<file path="src/verilog/display_pkg.sv">
// Fixed 16x4 RGB332 to RGB565 geometry; FIFO_DEPTH is assumed to be a power of two
package display_pkg;

    // Frame geometry in pixels and lines
    localparam int LINE_PIXELS = 16;
    localparam int FRAME_LINES = 4;

    // Entries held between expander and tagger
    localparam int FIFO_DEPTH = 4;

    // Counter widths derived from the geometry
    localparam int COL_W = $clog2(LINE_PIXELS);
    localparam int ROW_W = $clog2(FRAME_LINES);
    localparam int PTR_W = $clog2(FIFO_DEPTH);
    // One extra bit so a full FIFO can be told apart from an empty one
    localparam int CNT_W = PTR_W + 1;

    // Compressed input, red 7:5, green 4:2, blue 1:0
    typedef logic [7:0] rgb332_t;

    // Expanded output, red 15:11, green 10:5, blue 4:0
    typedef logic [15:0] rgb565_t;

    typedef logic [COL_W-1:0] col_t;
    typedef logic [ROW_W-1:0] row_t;

    // FIFO bookkeeping
    typedef logic [PTR_W-1:0] fifo_ptr_t;
    typedef logic [CNT_W-1:0] fifo_cnt_t;

    // Word handed to the frame writer, 24 bits
    typedef struct packed {
        rgb565_t rgb;
        col_t    col;
        row_t    row;
        logic    eol;
        logic    eof;
    } tagged_pixel_t;

endpackage

</file>
<file path="src/verilog/rgb332_expander.sv">
// One output register and no skid buffer; low bits of every RGB565 field are zero-filled
`timescale 1ns/1ps

module rgb332_expander
    import display_pkg::*;
(
    input  logic    clk,
    input  logic    rst_n,
    // Compressed pixel stream
    input  rgb332_t pix,
    input  logic    pix_valid,
    output logic    pix_ready,
    // Expanded pixel stream
    output rgb565_t exp_word,
    output logic    exp_valid,
    input  logic    exp_ready
);

    // Output register contents
    rgb565_t word_q;
    logic    full_q;
    logic    take;

    // Place each field at the top of its wider field
    function automatic rgb565_t expand(input rgb332_t p);
        rgb565_t w;
        // Red 3 bits over 2 zeros
        w[15:11] = {p[7:5], 2'b00};
        // Green 3 bits over 3 zeros
        w[10:5]  = {p[4:2], 3'b000};
        // Blue 2 bits over 3 zeros
        w[4:0]   = {p[1:0], 3'b000};
        return w;
    endfunction

    // Open when empty or draining this cycle, so no bubble
    assign pix_ready = !full_q || exp_ready;
    assign take      = pix_valid && pix_ready;

    // Occupancy flag
    always_ff @(posedge clk or negedge rst_n) begin
        if (!rst_n) begin
            full_q <= 1'b0;
        end else if (take) begin
            full_q <= 1'b1;
        end else if (exp_ready) begin
            // Drained with nothing behind it
            full_q <= 1'b0;
        end
    end

    // Payload, loaded already widened
    always_ff @(posedge clk) begin
        if (take) begin
            word_q <= expand(pix);
        end
    end

    assign exp_word  = word_q;
    assign exp_valid = full_q;

    // A stalled word must neither vanish nor change until taken
    a_exp_hold: assert property (
        @(posedge clk) disable iff (!rst_n)
        exp_valid && !exp_ready |=> exp_valid && $stable(exp_word)
    );

endmodule

</file>
<file path="src/verilog/pixel_fifo.sv">
// No bypass, so an empty FIFO adds one cycle; wr_ready ignores a pop in the same cycle
`timescale 1ns/1ps

module pixel_fifo
    import display_pkg::*;
(
    input  logic    clk,
    input  logic    rst_n,
    // Write side
    input  rgb565_t wr_word,
    input  logic    wr_valid,
    output logic    wr_ready,
    // Read side
    output rgb565_t rd_word,
    output logic    rd_valid,
    input  logic    rd_ready
);

    // Storage
    rgb565_t   mem [FIFO_DEPTH];
    fifo_ptr_t wr_ptr;
    fifo_ptr_t rd_ptr;
    fifo_cnt_t count;
    logic      push;
    logic      pop;

    // Full only when every entry is in use
    assign wr_ready = count < fifo_cnt_t'(FIFO_DEPTH);
    assign rd_valid = count != '0;
    assign push     = wr_valid && wr_ready;
    assign pop      = rd_valid && rd_ready;

    // Head of the queue, read straight from storage
    assign rd_word = mem[rd_ptr];

    // Entries are written only, never cleared
    always_ff @(posedge clk) begin
        if (push) begin
            mem[wr_ptr] <= wr_word;
        end
    end

    // Pointers wrap at the last entry
    always_ff @(posedge clk or negedge rst_n) begin
        if (!rst_n) begin
            wr_ptr <= '0;
            rd_ptr <= '0;
        end else begin
            if (push) begin
                wr_ptr <= (wr_ptr == fifo_ptr_t'(FIFO_DEPTH - 1)) ? '0 : wr_ptr + 1'b1;
            end
            if (pop) begin
                rd_ptr <= (rd_ptr == fifo_ptr_t'(FIFO_DEPTH - 1)) ? '0 : rd_ptr + 1'b1;
            end
        end
    end

    // Occupancy, push and pop together leave it unchanged
    always_ff @(posedge clk or negedge rst_n) begin
        if (!rst_n) begin
            count <= '0;
        end else begin
            case ({push, pop})
                2'b10:   count <= count + 1'b1;
                2'b01:   count <= count - 1'b1;
                default: count <= count;
            endcase
        end
    end

    a_count_bound: assert property (
        @(posedge clk) disable iff (!rst_n)
        count <= fifo_cnt_t'(FIFO_DEPTH)
    );

    // Empty means pointers have met and nothing leaves
    a_no_pop_empty: assert property (
        @(posedge clk) disable iff (!rst_n)
        count == '0 |-> !pop && rd_ptr == wr_ptr
    );

endmodule

</file>
<file path="src/verilog/raster_tagger.sv">
// Counts from reset only; no sync input, so a lost word shifts all later tags
`timescale 1ns/1ps

module raster_tagger
    import display_pkg::*;
(
    input  logic          clk,
    input  logic          rst_n,
    // Word stream from the FIFO
    input  rgb565_t       word,
    input  logic          word_valid,
    output logic          word_ready,
    // Tagged stream to the frame writer
    output tagged_pixel_t out_pix,
    output logic          out_valid,
    input  logic          out_ready
);

    // Position of the next accepted word
    col_t col;
    row_t row;
    logic last_col;
    logic last_row;
    logic take;

    assign last_col   = col == col_t'(LINE_PIXELS - 1);
    assign last_row   = row == row_t'(FRAME_LINES - 1);
    // Same rule as the expander
    assign word_ready = !out_valid || out_ready;
    assign take       = word_valid && word_ready;

    // Raster counters and valid flag
    always_ff @(posedge clk or negedge rst_n) begin
        if (!rst_n) begin
            col       <= '0;
            row       <= '0;
            out_valid <= 1'b0;
        end else begin
            if (take) begin
                out_valid <= 1'b1;
                if (last_col) begin
                    col <= '0;
                    // Line wraps at end of frame
                    row <= last_row ? '0 : row + 1'b1;
                end else begin
                    col <= col + 1'b1;
                end
            end else if (out_ready) begin
                out_valid <= 1'b0;
            end
        end
    end

    // Tagged payload
    always_ff @(posedge clk) begin
        if (take) begin
            out_pix.rgb <= word;
            out_pix.col <= col;
            out_pix.row <= row;
            out_pix.eol <= last_col;
            out_pix.eof <= last_col && last_row;
        end
    end

    // End of frame only on the final corner, after which counting restarts
    a_eof_corner: assert property (
        @(posedge clk) disable iff (!rst_n)
        out_valid && out_pix.eof |-> out_pix.eol && out_pix.row == row_t'(FRAME_LINES - 1)
            && col == '0 && row == '0
    );

endmodule

</file>
<file path="src/verilog/display_codec_top.sv">
// Latency is two edges with no stalls; stalled, it holds six pixels in flight
`timescale 1ns/1ps

module display_codec_top
    import display_pkg::*;
(
    input  logic          clk,
    input  logic          rst_n,
    // RGB332 pixel input
    input  rgb332_t       pix,
    input  logic          pix_valid,
    output logic          pix_ready,
    // Tagged RGB565 output
    output tagged_pixel_t out_pix,
    output logic          out_valid,
    input  logic          out_ready
);

    // Expander to FIFO
    rgb565_t exp_word;
    logic    exp_valid;
    logic    exp_ready;

    // FIFO to tagger
    rgb565_t buf_word;
    logic    buf_valid;
    logic    buf_ready;

    // Widen each pixel
    rgb332_expander rgb332_expander_inst (
        .clk       (clk),
        .rst_n     (rst_n),
        .pix       (pix),
        .pix_valid (pix_valid),
        .pix_ready (pix_ready),
        .exp_word  (exp_word),
        .exp_valid (exp_valid),
        .exp_ready (exp_ready)
    );

    // Absorbs downstream stalls
    pixel_fifo pixel_fifo_inst (
        .clk      (clk),
        .rst_n    (rst_n),
        .wr_word  (exp_word),
        .wr_valid (exp_valid),
        .wr_ready (exp_ready),
        .rd_word  (buf_word),
        .rd_valid (buf_valid),
        .rd_ready (buf_ready)
    );

    // Attach raster position
    raster_tagger raster_tagger_inst (
        .clk        (clk),
        .rst_n      (rst_n),
        .word       (buf_word),
        .word_valid (buf_valid),
        .word_ready (buf_ready),
        .out_pix    (out_pix),
        .out_valid  (out_valid),
        .out_ready  (out_ready)
    );

endmodule

</file>
<file path="config.mk">
export PLATFORM = sky130hd
export DESIGN_NAME = display_codec_top
export DESIGN_NICKNAME = d
export VERILOG_FILES = /design/src/verilog/display_pkg.sv /design/src/verilog/rgb332_expander.sv /design/src/verilog/pixel_fifo.sv /design/src/verilog/raster_tagger.sv /design/src/verilog/display_codec_top.sv
export SDC_FILE = /design/constraint.sdc
export NUM_CORES = 1
export LEC_CHECK = 0
export BUFFER_PORTS_ARGS = -buffer_cell sky130_fd_sc_hd__buf_2
export CORE_ASPECT_RATIO = 0.9
export CORE_MARGIN = 3
export CORE_UTILIZATION = 56
export DETAILED_ROUTE_END_ITERATION = 8
export GPL_TIMING_DRIVEN = 0
export PLACE_DENSITY = 0.83
export SETUP_SLACK_MARGIN = 0.5
export SYNTH_ARGS = -nofsm -noshare
export SYNTH_HDL_FRONTEND = slang
export SYNTH_SLANG_ARGS = --single-unit
</file>
<file path="constraint.sdc">
create_clock -name clk -period 2.37 [get_ports clk]
set_input_delay 0.237 -clock clk [delete_from_list [all_inputs] [get_ports clk]]
set_output_delay 0.237 -clock clk [all_outputs]
set_load 0.05 [all_outputs]
</file>
After elaboration in Yosys (flattened, before gate mapping) --
Memory sizes are Yosys's and may differ from the RTL's. A register that Yosys moved wholly into a read port is not among the register bits. Index checks and enable logic that the tools add are counted. W data, S select, Z words.
Storage, ports and cells: bits in registers 47, latch bits 0, bits in writable memories 32, bits in read-only memories 0, input bits 12, output and inout bits 26, word-level logic and storage cells 51, memories 1
Memory list:
- pixel_fifo_inst.mem | depth 4, width 8, read ports 1, clocked after memory_dff 1, wr ports 1, line pixel_fifo.sv:20 | rgb565_t mem [FIFO_DEPTH];
Operators by class: add/sub/neg operators 6, multipliers 0, divide/modulo/power cells 0, order comparisons 1, equality and inequality tests 6, shift operators 0, mux-type cells 11, bitwise logic cells 0, reduce and logical (&&, ||, !) cells 13
Operators with widths (number):
- $eq A2 B2 Y1 const B | 4
- $add A2 B1 Y2 const B | 3
- $mux W1 | 6
- $mux W2 | 3
- $pmux W3 S2 | 1
- $reduce_bool A2 Y1 | 3
- $add A4 B1 Y4 const B | 1
- $eq A4 B4 Y1 const B | 1
- $logic_and A1 B1 Y1 | 4
- $mux W4 | 1
- $add A3 B1 Y3 const B | 1
- $lt A3 B3 Y1 const B | 1
- $reduce_bool A3 Y1 | 1
- $sub A3 B1 Y3 const B | 1
- $eq A2 B1 Y1 const B | 1
- $logic_not A1 Y1 | 2
- $logic_or A1 B1 Y1 | 2
- $reduce_and A2 Y1 | 1

Longest topological paths before layout --
Gate-level depths: netlist of run 1.
depth in word-level cells 5, gate-level depth with buffers 9

Cells and area by module --
A second synthesis of run 1 with hierarchy kept.
Unflattened totals: cells, all modules 203, area, all modules 4259.1 um2
Modules (own cells, without submodules):
- pixel_fifo | times used 1, cells an instance 128, area an instance 2792.7 um2, sequential area each 2097.0 um2
- raster_tagger | times used 1, cells an instance 54, area an instance 1108.6 um2, sequential area each 895.9 um2
- rgb332_expander | times used 1, cells an instance 21, area an instance 357.8 um2, sequential area each 265.3 um2

Worst setup path before layout of run 1 --
Ideal clock, no wire load.
path type register to register, from register raster_tagger_inst.out_valid, to register pixel_fifo_inst.count[2], library setup time 0.079 ns, arrival 2.097 ns, data required time 2.291 ns, setup slack 0.194 ns, cell stages (with the launch flop) 10, path buffers 1, cell sequence dfrtp_1 nand2b_1 and2_4 buf_6 ha_1 inv_1 fa_1 xor2_1 nor2_1 xor2_1
Between the ends: longest elaborated chain between the ends 5, elaborated cells on any way between the ends 7
RTL lines:
- start, declared | line raster_tagger.sv:15 | output logic out_valid,
- start signal, assigned | line raster_tagger.sv:37 | out_valid <= 1'b0;
- start signal, assigned | line raster_tagger.sv:40 | out_valid <= 1'b1;
- start signal, assigned | line raster_tagger.sv:49 | out_valid <= 1'b0;
- $logic_not A1 Y1 * | line raster_tagger.sv:29 | assign word_ready = !out_valid || out_ready;
- $logic_or A1 B1 Y1 * | line raster_tagger.sv:29
- $logic_and A1 B1 Y1 * | line pixel_fifo.sv:31 | assign pop = rd_valid && rd_ready;
- via pixel_fifo_inst.pop | line pixel_fifo.sv:25 | logic pop;
- $eq A2 B1 Y1 or $eq A2 B2 Y1 (tied branches) | line pixel_fifo.sv:63 | case ({push, pop})
- $pmux W3 S2 or $reduce_bool A2 Y1 (tied branches)
- end signal, assigned | line pixel_fifo.sv:64 | 2'b10: count <= count + 1'b1;
- end signal, assigned | line pixel_fifo.sv:65 | 2'b01: count <= count - 1'b1;
- end signal, assigned | line pixel_fifo.sv:66 | default: count <= count;
- end, declared | line pixel_fifo.sv:23 | fifo_cnt_t count;
The timed path passes the listed nets; every way through them passes the cells marked *. A chain may end at the register's enable or synchronous reset.

Worst setup path in the final report of run 1 --
from register pixel_fifo_inst.count[2], to register pixel_fifo_inst.count[2]
Between the ends: longest elaborated chain between the ends 4, elaborated cells on any way between the ends 10
RTL lines:
- $reduce_bool A3 Y1 * | line pixel_fifo.sv:29 | assign rd_valid = count != '0;
- $logic_and A1 B1 Y1 * | line pixel_fifo.sv:31
- via pixel_fifo_inst.pop | line pixel_fifo.sv:25
- $eq A2 B1 Y1 or $eq A2 B2 Y1 (tied branches) | line pixel_fifo.sv:63
- $pmux W3 S2 or $reduce_bool A2 Y1 (tied branches)
Marked as above.

==> metrics, run 1 <==
router iterations before antenna repair 4; pre-CTS setup slack 0.383 ns; Crit Path Max Fanout 2; Final Hold Vio Count 0; multi-input logic area 656 um^2; Post-synth ARST share 21.1%; number of diodes 0; Worst-Skew Late Latency 0.33 ns; Die Y 72.7 um; PnR worst setup slack 0.446 ns; type of the most critical hold path input pin to flip-flop; Flop pwr share 41.5%; Synth Cell Area 2770 um^2; Gate Count Post-Synth 149; sequential-to-total area share from yosys stat 74.4%; first-pass GRT wire length 7.17 mm; Tmin final 1.92 ns; period utilization 81.2%; top-count cell post-synth edfxtp_1; final wirelength 4.47 mm; Post-synth EDFFs 56; pin count of the biggest net entering global routing 16; R2R Setup Slk 0.45 ns; WL per Instance 16.4 um; share of layout cells above drive strength 1 40.0%; synth top area cells edfxtp_1, dfrtp_1, mux4_2, ha_1, buf_4; P_sw 1.71 mW; total core area 4600 um^2; maximum VDD drop 759 uV; Layout area overhead 21.4%; H-tree depth 3; Static Leak 1.36 nW; mean area per synthesized cell 18.6 um^2; total CTS buffers 9; Yosys top cell area share 60.8%; relative slew slack 63.7%; initial core utilization 60.1%; Antenna Violating Nets Remaining 0; CTS root buf clkbuf_8; clk slew on worst S/H paths 0.07 ns; internal power 3.17 mW; Worst setup SP type flip-flop; final setup fails 0; Worst Setup End Kind flip-flop; sequential cell area 2060 um^2; Sinks on Clock Net 71; Seq cells post-synth 71; GPL Wtd Cong 0.769; clk buf depth 2; fin cells 272; Power Density 1450 nW/um^2; Sw Ratio 35.0%; num rows 23; Initial DRC Count 129; maxcap violations 0; initial antenna violation count 0; die span in x 80.1 um; synth unique cells 29; top post-synthesis cells by count edfxtp_1, dfrtp_1, buf_4, ha_1, mux4_2; clock power share 20.4%; DR DRC count 0; total gr overflow 0; RSZ-0062 raised after global routing yes; vias in the first global route 1444; Power Total 4.88 mW; Pins Over Slew Limit 0; Worst-Margin Slew 0.545 ns; via/cell ratio 4.95; CTS tree built; Setup Skew 0.00773 ns; Peak Freq 520 MHz; dpl cells 247; DIE AREA 5820 um^2; IO Port Bufs 29; Gate power share 38.1%; FILL cells 283; detailed placement HPWL 2.88 mm; Ys Warns 0; cell taking the most area after synthesis edfxtp_1; GR Util All Layers 17.6%; layout net count 226; Setup CP Type flip-flop to flip-flop; setup_tns 0 ns; Ports 38; status complete, no violations; crit path DAT 2.13 ns; via count 1346; Crit path required time 2.58 ns; Top FF cell, synth edfxtp_1
-- layout by cell type (no fill, tap or decap), types with 3 or more instances in the layout --
master     n
edfxtp_1  56
buf_2     30
buf_4     16
dfrtp_1   14
clkbuf_8   9
mux4_2     8
conb_1     8
ha_1       7
and2_1     6
nor2_1     6
nand2_1    5
inv_1      4
mux2_4     4
clkbuf_1   3
-- cell families (layout without fill, tap and decap cells) --
| kind of cell | after synthesis | in the layout | synth area share (%) |
|---|---|---|---|
| mux | 14 | 14 | 9.50 |
| simple gates | 27 | 27 | 5.38 |
| other cells | 1 | 8 | 0.136 |
| xor+xnor | 4 | 4 | 1.27 |
| flops | 71 | 71 | 74.4 |
| buf+inv | 18 | 72 | 3.84 |
| fa+ha+maj | 9 | 9 | 4.34 |
| compound gates | 5 | 5 | 1.18 |
-- layout make-up --
cell class,instances,area share [%]
plain buffers,12,2.87
clock buffers,12,4.02
clock inverters,4,2.09
inverters,6,0.745
multi-input cells,67,19.5
flip-flops and latches,71,61.3
well taps,62,2.31
repair buffers,38,7.15
-- worst max-delay path: stages (launching register included) --
cell	delay [ns]
dfrtp_1	0.38
or3_4	0.39
and2_4	0.16
buf_12	0.12
ha_4	0.15
inv_2	0.06
fa_2	0.18
xor2_1	0.13
nor2_1	0.07
xor2_1	0.16
-- metal layers --
layer,track usage (%),vias to the layer above,part of all wire [%]
li1,-,642,-
met1,20.4,646,37
met2,30.5,51,54
met3,4.44,7,6.9
met4,9.19,0,2.0
met5,0,-,0
-- per-stage QoR --
step           utilization (%)  hold WS [ns]  area, um^2
2_1_floorplan                -       -0.0586        2830
3_3_place_gp              66.2         0.159        3050
3_5_place_dp              66.2         0.168        3050
4_1_cts                   72.8        0.0665        3350
5_1_grt                   72.9        0.0569        3360
6_report                  72.9        0.0766        3360
-- flip-flops by register name, summed over array words and instances (netlist names) --
register	count
rgb332_expander_inst.exp_word	8
pixel_fifo_inst.rd_ptr	2
raster_tagger_inst.row	2
raster_tagger_inst.out_valid	1
raster_tagger_inst.col	4
rgb332_expander_inst.exp_valid	1
raster_tagger_inst.out_pix	16
pixel_fifo_inst.wr_ptr	2
pixel_fifo_inst.mem	32
pixel_fifo_inst.count	3
-- repair_timing --
item | 4_1_cts | 5_1_grt
hold buffers | 1 | 0
gates resized for setup | 3 | 4
buffers inserted | 7 | 0
pin swaps | 3 | 2
gates cloned | 1 | 0
setup endpoints to repair | 2 | 2
endpoints found under the hold margin | 15 | 0
-- power by group through the flow --
stage               Sequential [mW]  Combinational, mW  Clock (mW)
finish                         2.03               1.86       0.995
global route                   2.06               2.00        1.07
detailed placement             2.06               1.68           0
global placement               2.01               1.60           0
CTS                            2.03               1.86        1.01
floorplan                      2.46              0.890           0
-- path summary, 6_finish.rpt --
kind                                                                  from                                           to  depth (start not counted)
worst max-delay path                  pixel_fifo_inst.count[2]$_DFFE_PN0P_         pixel_fifo_inst.count[2]$_DFFE_PN0P_                          9
worst min-delay path                                                pix[6]  rgb332_expander_inst.exp_word[14]$_DFFE_PP_                          1
worst max register to register        pixel_fifo_inst.count[2]$_DFFE_PN0P_         pixel_fifo_inst.count[2]$_DFFE_PN0P_                          9
worst min register to register  rgb332_expander_inst.exp_word[8]$_DFFE_PP_          pixel_fifo_inst.mem[0][2]$_DFFE_PP_                          0
max in group asynchronous                                            rst_n     raster_tagger_inst.out_valid$_DFFE_PN0P_                          2
min in group asynchronous                                            rst_n        pixel_fifo_inst.rd_ptr[0]$_DFFE_PN0P_                          2
(Power assumes the default switching activity.)
==> run 2, diff against run 1 <==
Settings changed: ABC_AREA set to 1.
Clock period 2.37 ns to 1.9 ns, I/O delays scaled along.
==> run 2 against run 1 <==
Compared with the run above:
- critical path depth up 1
- core utilization up 2.2 points
- worst hold slack worse by 0.051 ns
- critical path type unchanged
==> metrics, run 2 <==
top post-synthesis cells by count edfxtp_1, nor2_1, nand2_1 (was edfxtp_1, dfrtp_1, buf_4, ha_1, mux4_2); DR DRC count 0 (unchanged); clk slew on worst S/H paths 0.07 ns (about the same); Worst Setup End Kind flip-flop (unchanged); Reg with most FFs pixel_fifo_inst.mem (unchanged); CP peak stage delay 0.37 ns (was 0.39 ns); first-pass GRT wire length 7.81 mm (was 7.17 mm); Static Leak 1.43 nW (was 1.36 nW); GR Util All Layers 18.6% (was 17.6%); clk buf depth 2 (unchanged); final wirelength 4.82 mm (was 4.47 mm); post-layout util 75.2% (was 72.9%); period utilization 89.1% (was 81.2%); Antenna Violating Nets Remaining 0 (unchanged); Gate Count Post-Synth 204 (was 149); Worst-Margin Slew 0.898 ns (was 0.545 ns); Tmin final 1.69 ns (was 1.92 ns); layout net count 286 (was 226); H-tree depth 3 (unchanged); FILL cells 289 (was 283); synth unique cells 28 (was 29); R2R Setup Slk 0.21 ns (was 0.45 ns); Initial DRC Count 104 (was 129); WL per Instance 14.5 um (was 16.4 um); Critical Path Start pixel_fifo_inst.count[1]$_DFFE_PN0P_ (was pixel_fifo_inst.count[2]$_DFFE_PN0P_); maximum VDD drop 1010 uV (was 759 uV); Layout area overhead 23.9% (was 21.4%); die span in x 80.9 um (was 80.1 um); setup_tns 0 ns (unchanged); PnR worst setup slack 0.208 ns (was 0.446 ns); multi-input logic area 684 um^2 (was 656 um^2); Ports 38 (unchanged); initial core utilization 60.7% (was 60.1%); CP cell instances inv_2 > nand3_4 > nand2_8 > inv_16 > ha_4 > inv_4 > fa_2 > or2_0 > nand2_1 > xor2_1 (was or3_4 > and2_4 > buf_12 > ha_4 > inv_2 > fa_2 > xor2_1 > nor2_1 > xor2_1); DIE AREA 5940 um^2 (was 5820 um^2); Power Total 6.62 mW (was 4.88 mW); critical path's slowest cell dfrtp_1 (was or3_4); num rows 23 (unchanged); sequential cell area 2060 um^2 (about the same); Setup Skew 0.00657 ns (was 0.00773 ns); crit path DAT 1.95 ns (was 2.13 ns); max reg flops 32 (unchanged); Worst setup SP type flip-flop (unchanged); router iterations before antenna repair 5 (was 4); CTS tree built (unchanged); total core area 4660 um^2 (was 4600 um^2); Top FF cell, synth edfxtp_1 (unchanged); Post-synth ARST share 21.1% (unchanged); Power Density 1890 nW/um^2 (was 1450 nW/um^2); Reg-to-Reg Start pixel_fifo_inst.count[1]$_DFFE_PN0P_ (was pixel_fifo_inst.count[2]$_DFFE_PN0P_); WHS Endpoint rgb332_expander_inst.exp_word[10]$_DFFE_PP_ (was rgb332_expander_inst.exp_word[14]$_DFFE_PP_); Fin Hold WS 0.0256 ns (was 0.0766 ns); GPL Wtd Cong 0.754 (was 0.769); Largest delay share family, worst path simple AND/OR/NAND/NOR gates (unchanged); RSZ-0062 raised after global routing yes (unchanged); Synth Cell Area 2830 um^2 (was 2770 um^2); relative slew slack 40.2% (was 63.7%); status complete, no violations (unchanged); final setup fails 0 (unchanged); mean area per synthesized cell 13.9 um^2 (was 18.6 um^2); fin cells 332 (was 272); share of layout cells above drive strength 1 34.8% (was 40.0%); maxcap violations 0 (unchanged); min-delay src pix[4] (was pix[6]); via count 1685 (was 1346); leading cell type in the layout, fill and taps excluded edfxtp_1 (unchanged); R2R depth 10 (was 9); pre-CTS setup slack 0.0567 ns (was 0.383 ns); total gr overflow 0 (unchanged); WHS Path Cells 1 (unchanged); Seq cells post-synth 71 (unchanged); total CTS buffers 9 (unchanged); vias in the first global route 1666 (was 1444); Worst-Skew Late Latency 0.34 ns (was 0.33 ns); sequential-to-total area share from yosys stat 72.7% (was 74.4%); Final Hold Vio Count 0 (unchanged); dpl cells 302 (was 247); initial antenna violation count 0 (unchanged); cell taking the most area after synthesis edfxtp_1 (unchanged); DP Area 3120 um^2 (was 3050 um^2); Crit path required time 2.16 ns (was 2.58 ns); type of the most critical hold path input pin to flip-flop (unchanged); via/cell ratio 5.08 (was 4.95); Crit Path Max Fanout 2 (unchanged); worst reg2reg endpoint pixel_fifo_inst.count[2]$_DFFE_PN0P_ (unchanged); Yosys top cell area share 59.5% (was 60.8%); Sinks on Clock Net 71 (unchanged); buffers plus inverters on the worst setup path 3 (was 2); Die Y 73.4 um (was 72.7 um); top-count cell post-synth edfxtp_1 (unchanged); Ys Warns 0 (unchanged); detailed placement HPWL 3.06 mm (was 2.88 mm); IO Port Bufs 29 (unchanged); Setup CP Type flip-flop to flip-flop (unchanged); Peak Freq 591 MHz (was 520 MHz); CTS root buf clkbuf_8 (unchanged); number of diodes 0 (unchanged); commonest cells after routing, fill and taps aside edfxtp_1, buf_2, buf_4 (unchanged); synth top area cells edfxtp_1, dfrtp_1, ha_1, nor2_1, o21ai_0 (was edfxtp_1, dfrtp_1, mux4_2, ha_1, buf_4); pin count of the biggest net entering global routing 16 (unchanged); Pins Over Slew Limit 0 (unchanged); Post-synth EDFFs 56 (unchanged); Layout Cell Area excl Fill 3500 um^2 (was 3360 um^2)
-- run 2: changes by cell type in the layout (fill, tap and decap cells not counted), sizes merged, moves of 7 or more --
cell | before | now
inv | 6 | 21
o22ai | 0 | 8
mux4 | 8 | 0
nand2 | 5 | 20
o21ai | 3 | 25
nor2 | 6 | 23
and2 | 7 | 0
-- run 2: cells by family after synthesis --
family	count (synthesis)	share of synthesized area [%]
flip-flops	71	72.7
AND/OR/NAND/NOR	54	9.25
AO/OA/AOI/OAI	35	6.81
buffers and inverters	31	5.88
adder cells (fa/ha/maj)	9	4.25
XOR/XNOR	3	0.929
other	1	0.133
-- run 2: metal layers --
layer  part of all wire, %  up-vias  track usage (%)
met1                    38      776             22.4
met4                   1.8        0             8.44
met2                    52       75             30.2
li1                      -      820                -
met3                   7.7       14             6.62
met5                     0        -                0
-- run 2: worst max path at each step --
stage	endpoint	cells after the start
floorplan	pixel_fifo_inst.count[2]$_DFFE_PN0P_	9
global placement	pixel_fifo_inst.count[2]$_DFFE_PN0P_	10
detailed placement	pixel_fifo_inst.count[2]$_DFFE_PN0P_	10
CTS	pixel_fifo_inst.count[2]$_DFFE_PN0P_	10
global route	pixel_fifo_inst.count[2]$_DFFE_PN0P_	10
finish	pixel_fifo_inst.count[2]$_DFFE_PN0P_	10
-- run 2: cell type report --
class	count	area share [%]
Buffer	11	2.46
Clock buffer	9	3.53
Clock inverter	7	3.18
Inverter	20	2.82
Multi-Input combinational cell	109	19.5
Sequential cell	71	58.8
Tap cell	62	2.21
Timing Repair Buffer	42	7.25
Timing Repair inverter	1	0.250
-- run 2: where the power goes --
group | internal (mW) | total [mW] | switching (mW)
logic | 0.844 | 2.65 | 1.81
registers | 2.33 | 2.59 | 0.263
clock network | 0.862 | 1.38 | 0.519
-- run 2: repair_timing --
action | in CTS | in global routing
gates resized for setup | 6 | 9
setup buffers | 7 | 4
endpoints found under the setup margin | 42 | 44
cloned | 1 | 0
pin swaps | 2 | 1
hold buffers | 1 | 1
endpoints found under the hold margin | 15 | 1
==> run 3, diff against run 2 <==
Settings changed: ABC_AREA 1 to not set, CAP_MARGIN set to 25, REMOVE_ABC_BUFFERS set to 1.
==> run 3 against run 2 <==
Compared with the run above:
- combinational power decreased by 12%
- clock power fell by 27%
- total power fell by 11%
- sequential power hardly changed
- critical path type unchanged
- largest cell class unchanged
- largest power group is now sequential cells
- highest routed layer unchanged
==> metrics, run 3 (synthesis results as in run 1) <==
DIE AREA 5820 um^2 (was 5940 um^2); DR DRC count 0 (unchanged); Worst-Skew Late Latency 0.32 ns (was 0.34 ns); vias in the first global route 1358 (was 1666); pre-CTS setup slack -0.219 ns (was 0.0567 ns); internal power 3.80 mW (was 4.03 mW); Fin Hold WS 0.0384 ns (was 0.0256 ns); Static Leak 1.32 nW (was 1.43 nW); sequential cell area 2060 um^2 (about the same); DP Area 2930 um^2 (was 3120 um^2); multi-input logic area 679 um^2 (was 684 um^2); Final Hold Vio Count 0 (unchanged); CP peak stage delay 0.40 ns (was 0.37 ns); Worst Setup End Kind flip-flop (unchanged); Die Y 72.7 um (was 73.4 um); maximum VDD drop 811 uV (was 1010 uV); Antenna Violating Nets Remaining 0 (unchanged); IO Port Bufs 29 (unchanged); share of layout cells above drive strength 1 40.6% (was 34.8%); die span in x 80.1 um (was 80.9 um); max reg flops 32 (unchanged); fin cells 269 (was 332); RSZ-0062 raised after global routing yes (unchanged); first-pass GRT wire length 6.65 mm (was 7.81 mm); buffers plus inverters on the worst setup path 1 (was 3); Power Total 5.93 mW (was 6.62 mW); Pins Over Slew Limit 0 (unchanged); Flop pwr share 43.9% (was 39.1%); Sinks on Clock Net 71 (unchanged); router iterations before antenna repair 4 (was 5); Peak Freq 543 MHz (was 591 MHz); dpl cells 235 (was 302); clk buf depth 2 (unchanged); leading cell type in the layout, fill and taps excluded edfxtp_1 (unchanged); initial core utilization 60.1% (was 60.7%); FILL cells 270 (was 289); GPL Wtd Cong 0.724 (was 0.754); maxcap violations 0 (unchanged); Layout Cell Area excl Fill 3300 um^2 (was 3500 um^2); P_sw 2.13 mW (was 2.59 mW); total CTS buffers 9 (unchanged); type of the most critical hold path input pin to flip-flop (unchanged); Reg with most FFs pixel_fifo_inst.mem (unchanged); Gate power share 39.1% (was 40.1%); Setup CP Type flip-flop to flip-flop (unchanged); Crit Path Max Fanout 2 (unchanged); Crit path required time 2.11 ns (was 2.16 ns); Power Density 1790 nW/um^2 (was 1890 nW/um^2); pin count of the biggest net entering global routing 16 (unchanged); Worst setup SP type flip-flop (unchanged); final wirelength 4.57 mm (was 4.82 mm); Most Frequent Cell on Critical Path xor2_1; Initial DRC Count 73 (was 104); num rows 23 (unchanged); PnR worst setup slack 0.0577 ns (was 0.208 ns); number of diodes 0 (unchanged); CP cell instances or3_4 > and2_4 > ha_4 > inv_2 > fa_2 > xor2_1 > nor2_1 > xor2_1 (was inv_2 > nand3_4 > nand2_8 > inv_16 > ha_4 > inv_4 > fa_2 > or2_0 > nand2_1 > xor2_1); clk slew on worst S/H paths 0.06 ns (was 0.07 ns); commonest cells after routing, fill and taps aside edfxtp_1, buf_2, dfrtp_1 (was edfxtp_1, buf_2, buf_4); detailed placement HPWL 2.67 mm (was 3.06 mm); total gr overflow 0 (unchanged); via count 1401 (was 1685); critical path's slowest cell or3_4 (was dfrtp_1); clock power share 17.0% (was 20.8%); Tmin final 1.84 ns (was 1.69 ns); layout net count 223 (was 286); period utilization 97.0% (was 89.1%); Layout area overhead 19.4% (was 23.9%); Setup Skew 0.00424 ns (was 0.00657 ns); CTS root buf clkbuf_8 (unchanged); via/cell ratio 5.21 (was 5.08); final setup fails 0 (unchanged); WL per Instance 17.0 um (was 14.5 um); Ports 38 (unchanged); CTS tree built (unchanged); Sw Ratio 35.9% (was 39.1%); crit path DAT 2.05 ns (was 1.95 ns); Largest delay share family, worst path simple AND/OR/NAND/NOR gates (unchanged); initial antenna violation count 0 (unchanged); status complete, no violations (unchanged); total core area 4600 um^2 (was 4660 um^2); H-tree depth 3 (unchanged); GR Util All Layers 16.5% (was 18.6%)
==> run 3: changes by cell type in the layout (fill, tap and decap cells not counted), moves of 4 or more <==
cell / change
and2_4: +6
inv_2: -4
mux4_2: +8
mux2_4: +4
o21ai_1: -6
nor2_1: -12
inv_1: -6
o21ai_0: -14
nand2_1: -12
buf_4: -9
o22ai_1: -8
==> run 3: power groups by stage <==
| stage | combinational (mW) | clock, mW | sequential [mW] |
|---|---|---|---|
| after floorplan | 0.929 | 0 | 3.13 |
| after global placement | 1.78 | 0 | 2.59 |
| after detailed placement | 1.87 | 0 | 2.65 |
| after CTS | 2.14 | 1.05 | 2.59 |
| after global routing | 2.47 | 1.12 | 2.66 |
| final | 2.32 | 1.01 | 2.60 |
==> run 3: through the flow <==
stage | util (%) | setup TNS [ns]
after global placement | 63.7 | -0.304
after CTS | 70.1 | 0
after floorplan | - | -0.364
after detailed placement | 63.7 | -0.420
final | 71.7 | 0
after global routing | 71.7 | 0
==> run 3: final timing paths <==
check	start	endpoint	slack, ns	cells past startpoint
min in group asynchronous	rst_n	raster_tagger_inst.col[0]$_DFFE_PN0P_	0.32	2
max reg2reg	pixel_fifo_inst.count[1]$_DFFE_PN0P_	pixel_fifo_inst.count[2]$_DFFE_PN0P_	0.06	8
max in group asynchronous	rst_n	pixel_fifo_inst.rd_ptr[0]$_DFFE_PN0P_	1.29	2
min reg2reg	raster_tagger_inst.row[1]$_DFFE_PN0P_	raster_tagger_inst.out_pix[3]$_DFFE_PP_	0.49	0
max	pixel_fifo_inst.count[1]$_DFFE_PN0P_	pixel_fifo_inst.count[2]$_DFFE_PN0P_	0.06	8
min	pix[0]	rgb332_expander_inst.exp_word[3]$_DFFE_PP_	0.04	1
==> run 3: layer usage <==
metal	wire (um)	vias to the layer above	GRT usage [%]
met5	0	-	0
met4	35	0	7.13
met3	298	4	6.67
met2	2530	55	28.3
met1	1710	703	18.2
li1	-	639	-
==> run 3: final cells by class <==
| cell class | instances | share of cell area [%] |
|---|---|---|
| flip-flops and latches | 71 | 62.4 |
| multi-input cells | 69 | 20.6 |
| repair buffers | 45 | 8.79 |
| clock buffers | 14 | 4.93 |
| well taps | 62 | 2.35 |
| inverters | 6 | 0.682 |
| clock inverters | 2 | 0.265 |
==> run 3: what timing repair did <==
| item | 4_1_cts | 5_1_grt |
|---|---|---|
| gates resized for setup | 12 | 12 |
| pin swaps | 7 | 6 |
| hold endpoints to repair | 15 | 0 |
| buffers inserted | 10 | 5 |
| setup endpoints to repair | 50 | 65 |
| hold buffers | 1 | 0 |
| gates cloned | 1 | 1 |
